## config.mk

```make
export PLATFORM = sky130hd
export DESIGN_NAME = xif_dma_ctrl_top
export DESIGN_NICKNAME = d
export VERILOG_FILES = /design/src/design/dma_isa_pkg.sv /design/src/design/dma_fe_reg_pkg.sv /design/src/design/xif_issue_decoder.sv /design/src/design/fe_cfg_writer.sv /design/src/design/dma_transfer_tracker.sv /design/src/design/xif_dma_ctrl_top.sv
export SDC_FILE = /design/constraint.sdc
export NUM_CORES = 1
export LEC_CHECK = 0
export ABC_AREA = 1
export BUFFER_PORTS_ARGS = -buffer_cell sky130_fd_sc_hd__clkbuf_2
export CORE_MARGIN = 1.5
export CORE_UTILIZATION = 35
export DETAILED_ROUTE_END_ITERATION = 16
export HOLD_SLACK_MARGIN = 0.06
export PLACE_DENSITY_LB_ADDON = 0.25
export SYNTH_ARGS = -nofsm -noshare
export SYNTH_HDL_FRONTEND = slang
export SYNTH_HIERARCHICAL = 1
export SYNTH_SLANG_ARGS = --single-unit
```

## constraint.sdc

```tcl
create_clock -name clk_dc_g -period 2.8 [get_ports clk_dc_g]
set_input_delay 0.56 -clock clk_dc_g [delete_from_list [all_inputs] [get_ports clk_dc_g]]
set_output_delay 0.56 -clock clk_dc_g [all_outputs]
set_load 0.01 [all_outputs]
```

## src/design/dma_isa_pkg.sv

```systemverilog
// Custom DMA instruction set; only CONF, SET-AL, SET-SR2 and SET-START exist, other SET codes do nothing.

package dma_isa_pkg;

  //////////////////////////////
  // Field widths
  //////////////////////////////

  localparam int unsigned XLEN          = 32;
  localparam int unsigned OPCODE_W      = 7;
  localparam int unsigned FUNC3_W       = 3;

  // CONF sub-fields, listed from the MSB down to the LSB.
  localparam int unsigned ND_EN_W       = 1;
  localparam int unsigned MAX_LOG_LEN_W = 3; // Per side, dst and src.
  localparam int unsigned REDUCE_LEN_W  = 1; // Per side, dst and src.
  localparam int unsigned DECOUPLE_W    = 1; // Per channel pair, r_w and r_aw.

  localparam int unsigned CONF_W = ND_EN_W + 2 * MAX_LOG_LEN_W + 2 * REDUCE_LEN_W +
                                   2 * DECOUPLE_W;

  //////////////////////////////
  // Field offsets
  //////////////////////////////

  localparam int unsigned OPCODE_OFF = 0;
  localparam int unsigned FUNC3_OFF  = 12;
  localparam int unsigned CONF_OFF   = 15;   // CONF spans bits 15 to 25.

  typedef logic [XLEN-1:0]     instr_t;
  typedef logic [XLEN-1:0]     operand_t;
  typedef logic [OPCODE_W-1:0] opcode_t;
  typedef logic [FUNC3_W-1:0]  func3_t;
  typedef logic [CONF_W-1:0]   conf_t;

  //////////////////////////////
  // Encodings
  //////////////////////////////

  localparam opcode_t CONF_OPCODE     = 7'h5B;
  localparam opcode_t SET_OPCODE      = 7'h7B;

  localparam func3_t  SET_AL_FUNC3    = 3'd0; // rs2 dst addr, rs1 src addr, rs0 length.
  localparam func3_t  SET_SR2_FUNC3   = 3'd1; // rs2 dst stride, rs1 src stride, rs0 reps.
  localparam func3_t  SET_START_FUNC3 = 3'd3;

  // One issue beat from the core; the operands are meaningful only with rs_valid.
  typedef struct packed {
    instr_t   instr;
    operand_t rs0;
    operand_t rs1;
    operand_t rs2;
    logic     rs_valid;
  } xif_issue_req_t;

endpackage

```

## src/design/dma_fe_reg_pkg.sv

```systemverilog
// DMA frontend register map, 32-bit low words only; the third dimension is not mapped here.

package dma_fe_reg_pkg;

  localparam int unsigned DATA_W = 32;
  localparam int unsigned ADDR_W = 32;
  localparam int unsigned STRB_W = DATA_W / 8;

  typedef logic [DATA_W-1:0] data_t;
  typedef logic [ADDR_W-1:0] addr_t;
  typedef logic [STRB_W-1:0] strb_t;

  //////////////////////////////
  // Register bus
  //////////////////////////////

  typedef struct packed {
    addr_t addr;
    logic  write;
    data_t wdata;
    strb_t wstrb;
    logic  valid;
  } fe_reg_req_t;

  typedef struct packed {
    data_t rdata;
    logic  ready;
    logic  error;
  } fe_reg_rsp_t;

  //////////////////////////////
  // Register offsets
  //////////////////////////////

  localparam addr_t CONF_OFFSET         = 32'h0000_0000;
  localparam addr_t NEXT_ID_OFFSET      = 32'h0000_0044;
  localparam addr_t DONE_ID_OFFSET      = 32'h0000_0084;
  localparam addr_t DST_ADDR_OFFSET     = 32'h0000_00D0;
  localparam addr_t SRC_ADDR_OFFSET     = 32'h0000_00D8;
  localparam addr_t LENGTH_OFFSET       = 32'h0000_00E0;
  localparam addr_t DST_STRIDE_2_OFFSET = 32'h0000_00E8;
  localparam addr_t SRC_STRIDE_2_OFFSET = 32'h0000_00F0;
  localparam addr_t REPS_2_OFFSET       = 32'h0000_00F8;

  //////////////////////////////
  // Staged registers
  //////////////////////////////

  // Lower index means higher write priority.
  localparam int unsigned CONF_IDX         = 0;
  localparam int unsigned DST_ADDR_IDX     = 1;
  localparam int unsigned SRC_ADDR_IDX     = 2;
  localparam int unsigned LENGTH_IDX       = 3;
  localparam int unsigned DST_STRIDE_2_IDX = 4;
  localparam int unsigned SRC_STRIDE_2_IDX = 5;
  localparam int unsigned REPS_2_IDX       = 6;
  localparam int unsigned N_CFG_REG        = 7;

  typedef data_t [N_CFG_REG-1:0]         cfg_bank_t;
  typedef logic  [N_CFG_REG-1:0]         cfg_mask_t;
  typedef logic  [$clog2(N_CFG_REG)-1:0] cfg_idx_t;

  // Frontend offset of each staged register, indexed by its staged index.
  localparam addr_t [N_CFG_REG-1:0] CFG_OFFSET = {
    REPS_2_OFFSET, SRC_STRIDE_2_OFFSET, DST_STRIDE_2_OFFSET, LENGTH_OFFSET,
    SRC_ADDR_OFFSET, DST_ADDR_OFFSET, CONF_OFFSET
  };

endpackage

```

## src/design/xif_issue_decoder.sv

```systemverilog
// Unknown opcodes are never answered; SET with rs_valid low, or an unused func3, is accepted and ignored.

`timescale 1ns/1ps

module xif_issue_decoder (
  input  logic                        clk_dc_g,
  input  logic                        rst_ni,
  input  logic                        clear_i,
  input  logic                        issue_valid_i,
  input  dma_isa_pkg::xif_issue_req_t issue_req_i,
  output logic                        issue_ready_o,
  output logic                        issue_accept_o,
  input  dma_fe_reg_pkg::cfg_mask_t   pend_clr_i,
  output dma_fe_reg_pkg::cfg_bank_t   cfg_o,
  output dma_fe_reg_pkg::cfg_mask_t   pend_o,
  output logic                        start_req_o
);

  dma_isa_pkg::opcode_t      opcode;
  dma_isa_pkg::func3_t       func3;
  dma_isa_pkg::conf_t        conf;
  logic                      is_conf;
  logic                      is_set;
  logic                      issue_fire;
  dma_fe_reg_pkg::cfg_bank_t wr_data;  // New values for the staged registers.
  dma_fe_reg_pkg::cfg_mask_t wr_mask;  // Staged registers loaded this cycle.
  dma_fe_reg_pkg::cfg_bank_t cfg_q;
  dma_fe_reg_pkg::cfg_mask_t pend_q;

  //////////////////////////////
  // Field extraction
  //////////////////////////////

  assign opcode = issue_req_i.instr[dma_isa_pkg::OPCODE_OFF +: dma_isa_pkg::OPCODE_W];
  assign func3  = issue_req_i.instr[dma_isa_pkg::FUNC3_OFF +: dma_isa_pkg::FUNC3_W];
  assign conf   = issue_req_i.instr[dma_isa_pkg::CONF_OFF +: dma_isa_pkg::CONF_W];

  assign is_conf = (opcode == dma_isa_pkg::CONF_OPCODE);
  assign is_set  = (opcode == dma_isa_pkg::SET_OPCODE);

  assign issue_ready_o  = issue_valid_i & (is_conf | is_set);
  assign issue_accept_o = issue_valid_i & (is_conf | is_set);
  assign issue_fire     = issue_ready_o & issue_accept_o;

  assign start_req_o = issue_fire & is_set & (func3 == dma_isa_pkg::SET_START_FUNC3);

  //////////////////////////////
  // Staged register loads
  //////////////////////////////

  always_comb begin
    wr_data = cfg_q;
    wr_mask = '0;
    if (issue_fire && is_conf) begin
      wr_data[dma_fe_reg_pkg::CONF_IDX] = dma_fe_reg_pkg::data_t'(conf); // Zero-extended.
      wr_mask[dma_fe_reg_pkg::CONF_IDX] = 1'b1;
    end else if (issue_fire && is_set && issue_req_i.rs_valid) begin
      case (func3)
        dma_isa_pkg::SET_AL_FUNC3: begin
          wr_data[dma_fe_reg_pkg::DST_ADDR_IDX] = issue_req_i.rs2;
          wr_data[dma_fe_reg_pkg::SRC_ADDR_IDX] = issue_req_i.rs1;
          wr_data[dma_fe_reg_pkg::LENGTH_IDX]   = issue_req_i.rs0;
          wr_mask[dma_fe_reg_pkg::DST_ADDR_IDX] = 1'b1;
          wr_mask[dma_fe_reg_pkg::SRC_ADDR_IDX] = 1'b1;
          wr_mask[dma_fe_reg_pkg::LENGTH_IDX]   = 1'b1;
        end
        dma_isa_pkg::SET_SR2_FUNC3: begin
          wr_data[dma_fe_reg_pkg::DST_STRIDE_2_IDX] = issue_req_i.rs2;
          wr_data[dma_fe_reg_pkg::SRC_STRIDE_2_IDX] = issue_req_i.rs1;
          wr_data[dma_fe_reg_pkg::REPS_2_IDX]       = issue_req_i.rs0;
          wr_mask[dma_fe_reg_pkg::DST_STRIDE_2_IDX] = 1'b1;
          wr_mask[dma_fe_reg_pkg::SRC_STRIDE_2_IDX] = 1'b1;
          wr_mask[dma_fe_reg_pkg::REPS_2_IDX]       = 1'b1;
        end
        default: begin
          wr_mask = '0; // Start and unused codes touch no staged register.
        end
      endcase
    end
  end

  always_ff @(posedge clk_dc_g or negedge rst_ni) begin
    if (!rst_ni) begin
      cfg_q  <= '0;
      pend_q <= '0;
    end else if (clear_i) begin
      cfg_q  <= '0;
      pend_q <= '0;
    end else begin
      for (int i = 0; i < dma_fe_reg_pkg::N_CFG_REG; i++) begin
        if (wr_mask[i]) cfg_q[i] <= wr_data[i];
      end
      pend_q <= wr_mask | (pend_q & ~pend_clr_i); // A fresh load wins over a clear.
    end
  end

  assign cfg_o  = cfg_q;
  assign pend_o = pend_q;

  a_accept_needs_ready : assert property (@(posedge clk_dc_g) disable iff (!rst_ni)
    issue_accept_o |-> issue_ready_o)
    else $error("Issue accepted without ready.");

endmodule

```

## src/design/fe_cfg_writer.sv

```systemverilog
// The tracker wins the bus unless a stalled config write is still waiting for ready.

`timescale 1ns/1ps

module fe_cfg_writer (
  input  logic                        clk_dc_g,
  input  logic                        rst_ni,
  input  dma_fe_reg_pkg::cfg_bank_t   cfg_i,
  input  dma_fe_reg_pkg::cfg_mask_t   pend_i,
  output dma_fe_reg_pkg::cfg_mask_t   pend_clr_o,
  input  dma_fe_reg_pkg::fe_reg_req_t trk_req_i,
  output dma_fe_reg_pkg::fe_reg_rsp_t trk_rsp_o,
  input  logic                        trk_id_err_i,
  output dma_fe_reg_pkg::fe_reg_req_t fe_req_o,
  input  dma_fe_reg_pkg::fe_reg_rsp_t fe_rsp_i,
  output logic                        error_o
);

  dma_fe_reg_pkg::cfg_idx_t    sel_idx;     // Lowest pending index.
  logic                        sel_vld;
  dma_fe_reg_pkg::cfg_idx_t    cfg_idx;
  logic                        cfg_hold;    // Keep the stalled write on the bus.
  logic                        trk_own;
  logic                        cfg_done;
  dma_fe_reg_pkg::fe_reg_req_t cfg_req;
  logic                        cfg_stall_q;
  logic                        bus_stall_q;
  dma_fe_reg_pkg::cfg_idx_t    hold_idx_q;
  dma_fe_reg_pkg::fe_reg_req_t last_req_q;

  always_comb begin
    sel_idx = '0;
    sel_vld = 1'b0;
    for (int i = dma_fe_reg_pkg::N_CFG_REG - 1; i >= 0; i--) begin
      if (pend_i[i]) begin
        sel_idx = dma_fe_reg_pkg::cfg_idx_t'(i);
        sel_vld = 1'b1;
      end
    end
  end

  // A clear drops every pending bit, which also withdraws a held write.
  assign cfg_hold = cfg_stall_q & sel_vld;
  assign cfg_idx  = cfg_hold ? hold_idx_q : sel_idx;
  assign trk_own  = trk_req_i.valid & ~cfg_hold;

  always_comb begin
    if (cfg_hold) begin
      cfg_req = last_req_q;
    end else begin
      cfg_req.addr  = dma_fe_reg_pkg::CFG_OFFSET[sel_idx];
      cfg_req.write = 1'b1;
      cfg_req.wdata = cfg_i[sel_idx];
      cfg_req.wstrb = '1;
      cfg_req.valid = sel_vld;
    end
  end

  assign fe_req_o  = trk_own ? trk_req_i : cfg_req;
  assign trk_rsp_o = trk_own ? fe_rsp_i : dma_fe_reg_pkg::fe_reg_rsp_t'('0);

  assign cfg_done   = ~trk_own & sel_vld & fe_rsp_i.ready;
  assign pend_clr_o = (cfg_done && !fe_rsp_i.error) ?
                      (dma_fe_reg_pkg::cfg_mask_t'(1) << cfg_idx) : '0;

  assign error_o = (fe_req_o.valid & fe_rsp_i.ready & fe_rsp_i.error) | trk_id_err_i;

  always_ff @(posedge clk_dc_g or negedge rst_ni) begin
    if (!rst_ni) begin
      cfg_stall_q <= 1'b0;
      bus_stall_q <= 1'b0;
    end else begin
      cfg_stall_q <= ~trk_own & sel_vld & ~fe_rsp_i.ready;
      bus_stall_q <= fe_req_o.valid & ~fe_rsp_i.ready;
    end
  end

  always_ff @(posedge clk_dc_g) begin
    hold_idx_q <= cfg_idx;
    last_req_q <= fe_req_o;
  end

  // The owner may withdraw on clear, but must not change a request that stays valid.
  a_req_stable : assert property (@(posedge clk_dc_g) disable iff (!rst_ni)
    (bus_stall_q && fe_req_o.valid) |-> (fe_req_o == last_req_q))
    else $error("Bus request changed while waiting for ready.");

endmodule

```

## src/design/dma_transfer_tracker.sv

```systemverilog
// One transfer at a time; the ID register holds one after reset and a NEXT_ID of zero aborts.

`timescale 1ns/1ps

module dma_transfer_tracker (
  input  logic                        clk_dc_g,
  input  logic                        rst_ni,
  input  logic                        clear_i,
  input  logic                        start_req_i,
  output dma_fe_reg_pkg::fe_reg_req_t trk_req_o,
  input  dma_fe_reg_pkg::fe_reg_rsp_t trk_rsp_i,
  output logic                        trk_id_err_o,
  output logic                        start_o,
  output logic                        busy_o,
  output logic                        done_o
);

  typedef enum logic [1:0] {
    IDLE,
    START,
    BUSY,
    DONE
  } trk_state_e;

  trk_state_e            state_q;
  trk_state_e            state_d;
  dma_fe_reg_pkg::data_t id_q;
  dma_fe_reg_pkg::data_t id_d;

  function automatic dma_fe_reg_pkg::fe_reg_req_t rd_req(input dma_fe_reg_pkg::addr_t addr);
    dma_fe_reg_pkg::fe_reg_req_t req;
    req       = '0;
    req.addr  = addr;
    req.valid = 1'b1;
    return req;
  endfunction

  //////////////////////////////
  // Next state and outputs
  //////////////////////////////

  always_comb begin
    state_d      = state_q;
    id_d         = id_q;
    trk_req_o    = '0;
    trk_id_err_o = 1'b0;
    start_o      = 1'b0;
    busy_o       = 1'b0;
    done_o       = 1'b0;
    case (state_q)
      IDLE: begin
        if (start_req_i) state_d = START;
      end
      START: begin
        start_o   = 1'b1;
        trk_req_o = rd_req(dma_fe_reg_pkg::NEXT_ID_OFFSET); // Reading NEXT_ID launches.
        if (trk_rsp_i.ready) begin
          if (trk_rsp_i.error) begin
            state_d = IDLE;
          end else if (trk_rsp_i.rdata == '0) begin
            trk_id_err_o = 1'b1; // The frontend refused the transfer.
            state_d      = IDLE;
          end else begin
            id_d    = trk_rsp_i.rdata;
            state_d = BUSY;
          end
        end
      end
      BUSY: begin
        busy_o    = 1'b1;
        trk_req_o = rd_req(dma_fe_reg_pkg::DONE_ID_OFFSET); // Polled until it matches.
        if (trk_rsp_i.ready) begin
          if (trk_rsp_i.error) begin
            state_d = IDLE;
          end else if (trk_rsp_i.rdata == id_q) begin
            state_d = DONE;
          end
        end
      end
      DONE: begin
        done_o  = 1'b1;
        state_d = IDLE;
      end
      default: begin
        state_d = IDLE;
      end
    endcase
  end

  always_ff @(posedge clk_dc_g or negedge rst_ni) begin
    if (!rst_ni) begin
      state_q <= IDLE;
      id_q    <= dma_fe_reg_pkg::data_t'(1);
    end else if (clear_i) begin
      state_q <= IDLE;
      id_q    <= dma_fe_reg_pkg::data_t'(1);
    end else begin
      state_q <= state_d;
      id_q    <= id_d;
    end
  end

  a_status_onehot : assert property (@(posedge clk_dc_g) disable iff (!rst_ni)
    $onehot0({start_o, busy_o, done_o}))
    else $error("More than one transfer status is active.");

endmodule

```

## src/design/xif_dma_ctrl_top.sv

```systemverilog
// Single clock clk_dc_g; issue answers are combinational and config writes stall during a transfer.

`timescale 1ns/1ps

module xif_dma_ctrl_top (
  input  logic                        clk_dc_g,
  input  logic                        rst_ni,
  input  logic                        clear_i,
  input  logic                        issue_valid_i,
  input  dma_isa_pkg::xif_issue_req_t issue_req_i,
  output logic                        issue_ready_o,
  output logic                        issue_accept_o,
  output dma_fe_reg_pkg::fe_reg_req_t fe_req_o,
  input  dma_fe_reg_pkg::fe_reg_rsp_t fe_rsp_i,
  output logic                        start_o,
  output logic                        busy_o,
  output logic                        done_o,
  output logic                        error_o
);

  dma_fe_reg_pkg::cfg_bank_t   cfg;        // Staged register values.
  dma_fe_reg_pkg::cfg_mask_t   pend;       // Values not yet written to the frontend.
  dma_fe_reg_pkg::cfg_mask_t   pend_clr;   // Writes that completed cleanly this cycle.
  logic                        start_req;  // Start instruction accepted.
  dma_fe_reg_pkg::fe_reg_req_t trk_req;
  dma_fe_reg_pkg::fe_reg_rsp_t trk_rsp;
  logic                        trk_id_err; // NEXT_ID read back as zero.

  xif_issue_decoder u_decoder (
    .clk_dc_g       (clk_dc_g),
    .rst_ni         (rst_ni),
    .clear_i        (clear_i),
    .issue_valid_i  (issue_valid_i),
    .issue_req_i    (issue_req_i),
    .issue_ready_o  (issue_ready_o),
    .issue_accept_o (issue_accept_o),
    .pend_clr_i     (pend_clr),
    .cfg_o          (cfg),
    .pend_o         (pend),
    .start_req_o    (start_req)
  );

  fe_cfg_writer u_writer (
    .clk_dc_g     (clk_dc_g),
    .rst_ni       (rst_ni),
    .cfg_i        (cfg),
    .pend_i       (pend),
    .pend_clr_o   (pend_clr),
    .trk_req_i    (trk_req),
    .trk_rsp_o    (trk_rsp),
    .trk_id_err_i (trk_id_err),
    .fe_req_o     (fe_req_o),
    .fe_rsp_i     (fe_rsp_i),
    .error_o      (error_o)
  );

  dma_transfer_tracker u_tracker (
    .clk_dc_g     (clk_dc_g),
    .rst_ni       (rst_ni),
    .clear_i      (clear_i),
    .start_req_i  (start_req),
    .trk_req_o    (trk_req),
    .trk_rsp_i    (trk_rsp),
    .trk_id_err_o (trk_id_err),
    .start_o      (start_o),
    .busy_o       (busy_o),
    .done_o       (done_o)
  );

endmodule

```

Word-level counts from Yosys, hierarchy flattened. Memories as Yosys holds them, arrays and structs flattened. Cells that the tools add are included.

Add/sub/neg operators: 0. Multipliers: 0. Div/mod/pow operators: 0. Order comparisons: 1. Equality and inequality tests: 15. Shift-type cells: 1. Muxes and demuxes: 63. Bitwise operators: 18. Reduce and logical (&&, ||, !) cells: 30.

Operators by type and width (number): 2-to-1 mux 32 bit (15); 2-to-1 mux 192 bit (2); 2-to-1 mux 224 bit (1); 2-to-1 mux 96 bit (2); 2-to-1 mux 70 bit (2); binary-select mux 32 bit (select 3 bit) (1); one-hot mux 46 bit (2 select lines) (1); 2-to-1 mux 34 bit (1); == test 32 bit (1); logical NOT 32 bit (1); AND reduction 4 bit (8); 2-to-1 mux 3 bit (10); nonzero test 2 bit (13); 2-to-1 mux 7 bit (3); 2-to-1 mux 2 bit (8); 2-to-1 mux 1 bit (15); == test 7 bit, second input constant (2); AND 1 bit (10); inequality test 3 bit, second input constant (3); one-hot mux 2 bit (4 select lines) (1); AND 7 bit (1); inverter 7 bit (1); OR 7 bit (1); left shift 1 x 3 -> 7 bit, first input constant (1); other kinds (15) (24).

Register bits: 339. Bits in latches: 0. Memory bits (writable): 0. Memory bits (read-only): 256. Input bits: 167. Output and inout bits: 76. Logic and storage cells: 146. Memories: 1.

Memories: (name not given) (depth 8, bits a word 32, rd ports 1, clocked after Yosys merged registers in 0, write ports 0, line fe_cfg_writer.sv:51) `cfg_req.addr = dma_fe_reg_pkg::CFG_OFFSET[sel_idx];`.

Longest topological paths before layout.
Depth after elaboration: 19. Gate-level depth with buffers: 21. Gate-level depth less buffers: 19.

Hierarchy. Netlist, hierarchy kept.

By module, submodules not included: xif_issue_decoder (times used 1, cells each 1172, area an instance 9522.9 um2, sequential area each 5255.0 um2); fe_cfg_writer (times used 1, cells each 1111, area an instance 6178.4 um2, sequential area each 1486.4 um2); dma_transfer_tracker (times used 1, cells each 359, area an instance 2633.8 um2, sequential area each 852.1 um2).

Least setup slack after synthesis. Ideal clock, no wire load.

Path kind: register to output. From: reg u_tracker.state_q[0]. To: out error_o. Arrival time: 2.239 ns. Required time: 2.240 ns. Setup slack: 0.001 ns. Cell stages (with the launch flop): 15. Path buffers: 2. Path through: dfrtp_1 > inv_1 > ha_1 > inv_1 > nor2_8 > inv_2 > buf_2 > buf_2 > nor2_1 > nor2_1 > nand2_1 > nor2_1 > nand4_2 > nor4_1 > a31o_2.

RTL lines: start: declaration (line dma_transfer_tracker.sv:25) `trk_state_e state_q;`; start signal: assignment (line dma_transfer_tracker.sv:98) `state_q <= state_d;`; end: declaration (line xif_dma_ctrl_top.sv:18) `output logic error_o`.

==> out/results.tsv <==
metric	value	unit
status	finished with violations	
violations	negative setup slack	
critPathLaunch	u_decoder/pend_o[6]$_DFF_PN0_	
yosysUniqueCellTypes	42	
dr.pass1.iters	5	
yosysTopAreaCell	dfrtp_1	
cpPeakStageDelay	0.41	ns
grt_setup_unrepaired	true	
stdcell_count	3603	
num-nets-final	3068	
synth_warnings	6	
ys_top_cells_by_area	dfrtp_1 (33%), nand3_1 (19%), nand2_1 (13%)	
slew_violations	0	
syn2layout_area_growth	28.7	%
hold_viol_final	0	
ys_seq_area_share	41.4	%
critPathArrivalTime	2.61	ns
dp_hpwl	38.2	mm
cts_max_path_buffers	3	
min_path_type	in2reg	
cp_num_buf_inv	4	
final_common_cell	nand3_1	
syn_area	0.0183	mm2
vias	17931	
setup_ws	-0.367	ns
tritoncts	done	
yosys.area_share.simple	36.2	%
cts_root_buffer	clkbuf_16	
ir_worst_vdd	448	uV
finalSetupViolCount	46	
synth_cells	2642	
fin_crit	3.17	ns
synth-seq-cells	318	
hp-start	issue_req_i[118]	
postSynth.asyncResetShare	77.0	%
drtIter0Drc	1361	
synth_top_family_by_area	simple AND/OR/NAND/NOR gates	
synth_xor_area_share	1.10	%
grt_pass1_wl	96.4	mm
max_cap_violations	0	
clock_sinks	318	
coreArea	0.0515	mm2
dieArea	0.0538	mm2
die_w	232	um
start_util	35.6	%
hold_ws	0.213	ns
htreeDepth	2	
grt-ovfl-total	0	
finalSetupTns	-9.85	ns
powerDensity	630	mW/mm2
leakagePower	12.6	nW
synth_top_area_share	33.3	%
antenna_found_initial	1	
top_level_ports	243	
synth-compound-area-share	4.02	%
crit_family	simple AND/OR/NAND/NOR gates	
path_cells	nor2_2 > nand2_2 > nor2_4 > nor2_8 > nor2_8 > inv_8 > clkbuf_16 > nor2_4 > inv_2 > nand3_2 > nor2_4 > nand4_4 > nor4_2 > a31o_2 > buf_6	
final_cell_mix	nand3_1 (646), nand2_1 (568), inv_1 (388)	
cp_max_fo	6	
drc_errors	0	
fmax	0.316	GHz
wl_per_cell	17.7	um
wl	63.9	mm
dieHeight	232	um
rows	83	
synthAdderAreaFrac	0.614	%
fin_total_pwr	14.9	mW
critPathKind	reg2out	
crit_path_start_kind	flip-flop	
slew_headroom	52.9	%
place_ws	-0.0663	ns
tightest_slew	0.706	ns
viasPerCell	4.98	
routabilityCongestion	0.895	
track_usage	22.7	%
crit_top_cell	nor2_4	
end_kind	primary output	
synth_ff_type	dfrtp_1	
synth.area.mux_share	0	%
grt_max_degree	100	
syn_avg_cell_area	6.94	um2
cts.clk_slew.worst_paths	0.06	ns
clk_latency	0.56	ns
post-route-period-util	113	%
drive_gt1_share	21.5	%
placed_cells	3469	
synth_edf_count	0	
cts_made_buffers	39	
skew	0.0140	ns
grt_pass1_vias	17275	
ant_nets	0	
cp_slowest_cell	dfrtp_1	
portBuffers	231	
critPathRequiredTime	2.24	ns
worstReg2RegStart	u_decoder/pend_o[6]$_DFF_PN0_	
==> cell type report <==
class / instances / area, um2
inverter: 405 / 1570
timing repair buffer: 392 / 3490
timing repair inverter: 1 / 16.3
clock buffer: 60 / 1170
fill: 5201 / 27900
multi-input combinational: 1735 / 8820
antenna: 1 / 2.50
clock inverter: 11 / 87.6
tap: 680 / 851
sequential: 318 / 7590
==> worst min-delay path, stage by stage <==
cell and delay [ns]:
clkbuf_2 0.07, nand2_1 0.04, nand2_1 0.05
==> routing by layer <==
layer	global-route usage [%]	vias to the layer above	part of all wire, %
met1	28.9	8528	42
met5	0	-	0
met2	39.5	637	49
met4	7.57	0	2.9
met3	2.78	104	6.1
li1	-	8662	-
==> what timing repair did <==
action,CTS,global route
gates cloned,9,18
resized for setup,64,228
hold buffers,1,0
setup endpoints to repair,78,79
pin swaps,11,51
setup buffers,13,24
endpoints found under the hold margin,51,0
==> state kept, by name, indices dropped and copies added (netlist names) <==
register / flops
u_writer/hold_idx_q: 3
u_writer/last_req_q: 70
u_writer/cfg_stall_q: 1
u_tracker/state_q: 2
u_decoder/cfg_o: 203
u_tracker/id_q: 32
u_decoder/pend_o: 7
==> per-stage QoR <==
stage	area [um2]	util, %
floorplan	18700	-
global placement	20300	39.5
detailed placement	20300	39.5
CTS	22100	43.0
global route	23600	45.8
finish	23600	45.8
==> logic make-up (layout without fill, tap and decap cells) <==
| kind of cell | count (synthesis) | after routing |
|---|---|---|
| simple gates | 1505 | 1507 |
| xor+xnor | 23 | 23 |
| buf+inv | 676 | 869 |
| compound gates | 109 | 109 |
| other cells | 2 | 88 |
| flops | 318 | 318 |
| fa+ha+maj | 9 | 9 |
==> synthesized netlist by cell type (2+ instances only) <==
master and instances:
nor3_2 2, nand2_2 2, nor3_1 4, o22a_1 5, o211ai_1 8, nand2_4 2, nand2_1 615, inv_1 398
nand3_1 685, ha_1 9, clkbuf_1 68, conb_1 2, a22o_1 30, nor2_1 181, a21oi_1 10, nor2_2 2
o22ai_1 3, nor2_4 2, dfxtp_1 73, xnor2_1 23, nor2_8 2, nand4_1 2, o21ai_0 34, o21ai_2 6
buf_1 29, buf_6 5, dfrtp_1 244, a31oi_1 3, o21ai_1 7, buf_4 99, inv_2 6, nand4_2 2
buf_2 70
==> path summary, 6_finish.rpt <==
check,endpoint,slack [ns],cells after the start
setup / recovery,error_o,-0.37,15
hold / removal,u_decoder/cfg_o[6]$_DFFE_PN0P_,0.21,3
setup reg to reg,u_tracker/id_q[26]$_DFFE_PN0P_,0.21,17
hold reg to reg,u_decoder/cfg_o[5]$_DFFE_PN0P_,0.47,2
max in group asynchronous,u_decoder/cfg_o[177]$_DFFE_PN0P_,1.49,3
min in group asynchronous,u_tracker/id_q[21]$_DFFE_PN0P_,0.52,2
==> where the power goes <==
group          total, mW  switching, mW  internal (mW)
clock network       5.03           2.06           2.97
logic               4.70           2.72           1.97
registers           5.14          0.114           5.03
Power figures use the tool's default switching activity.
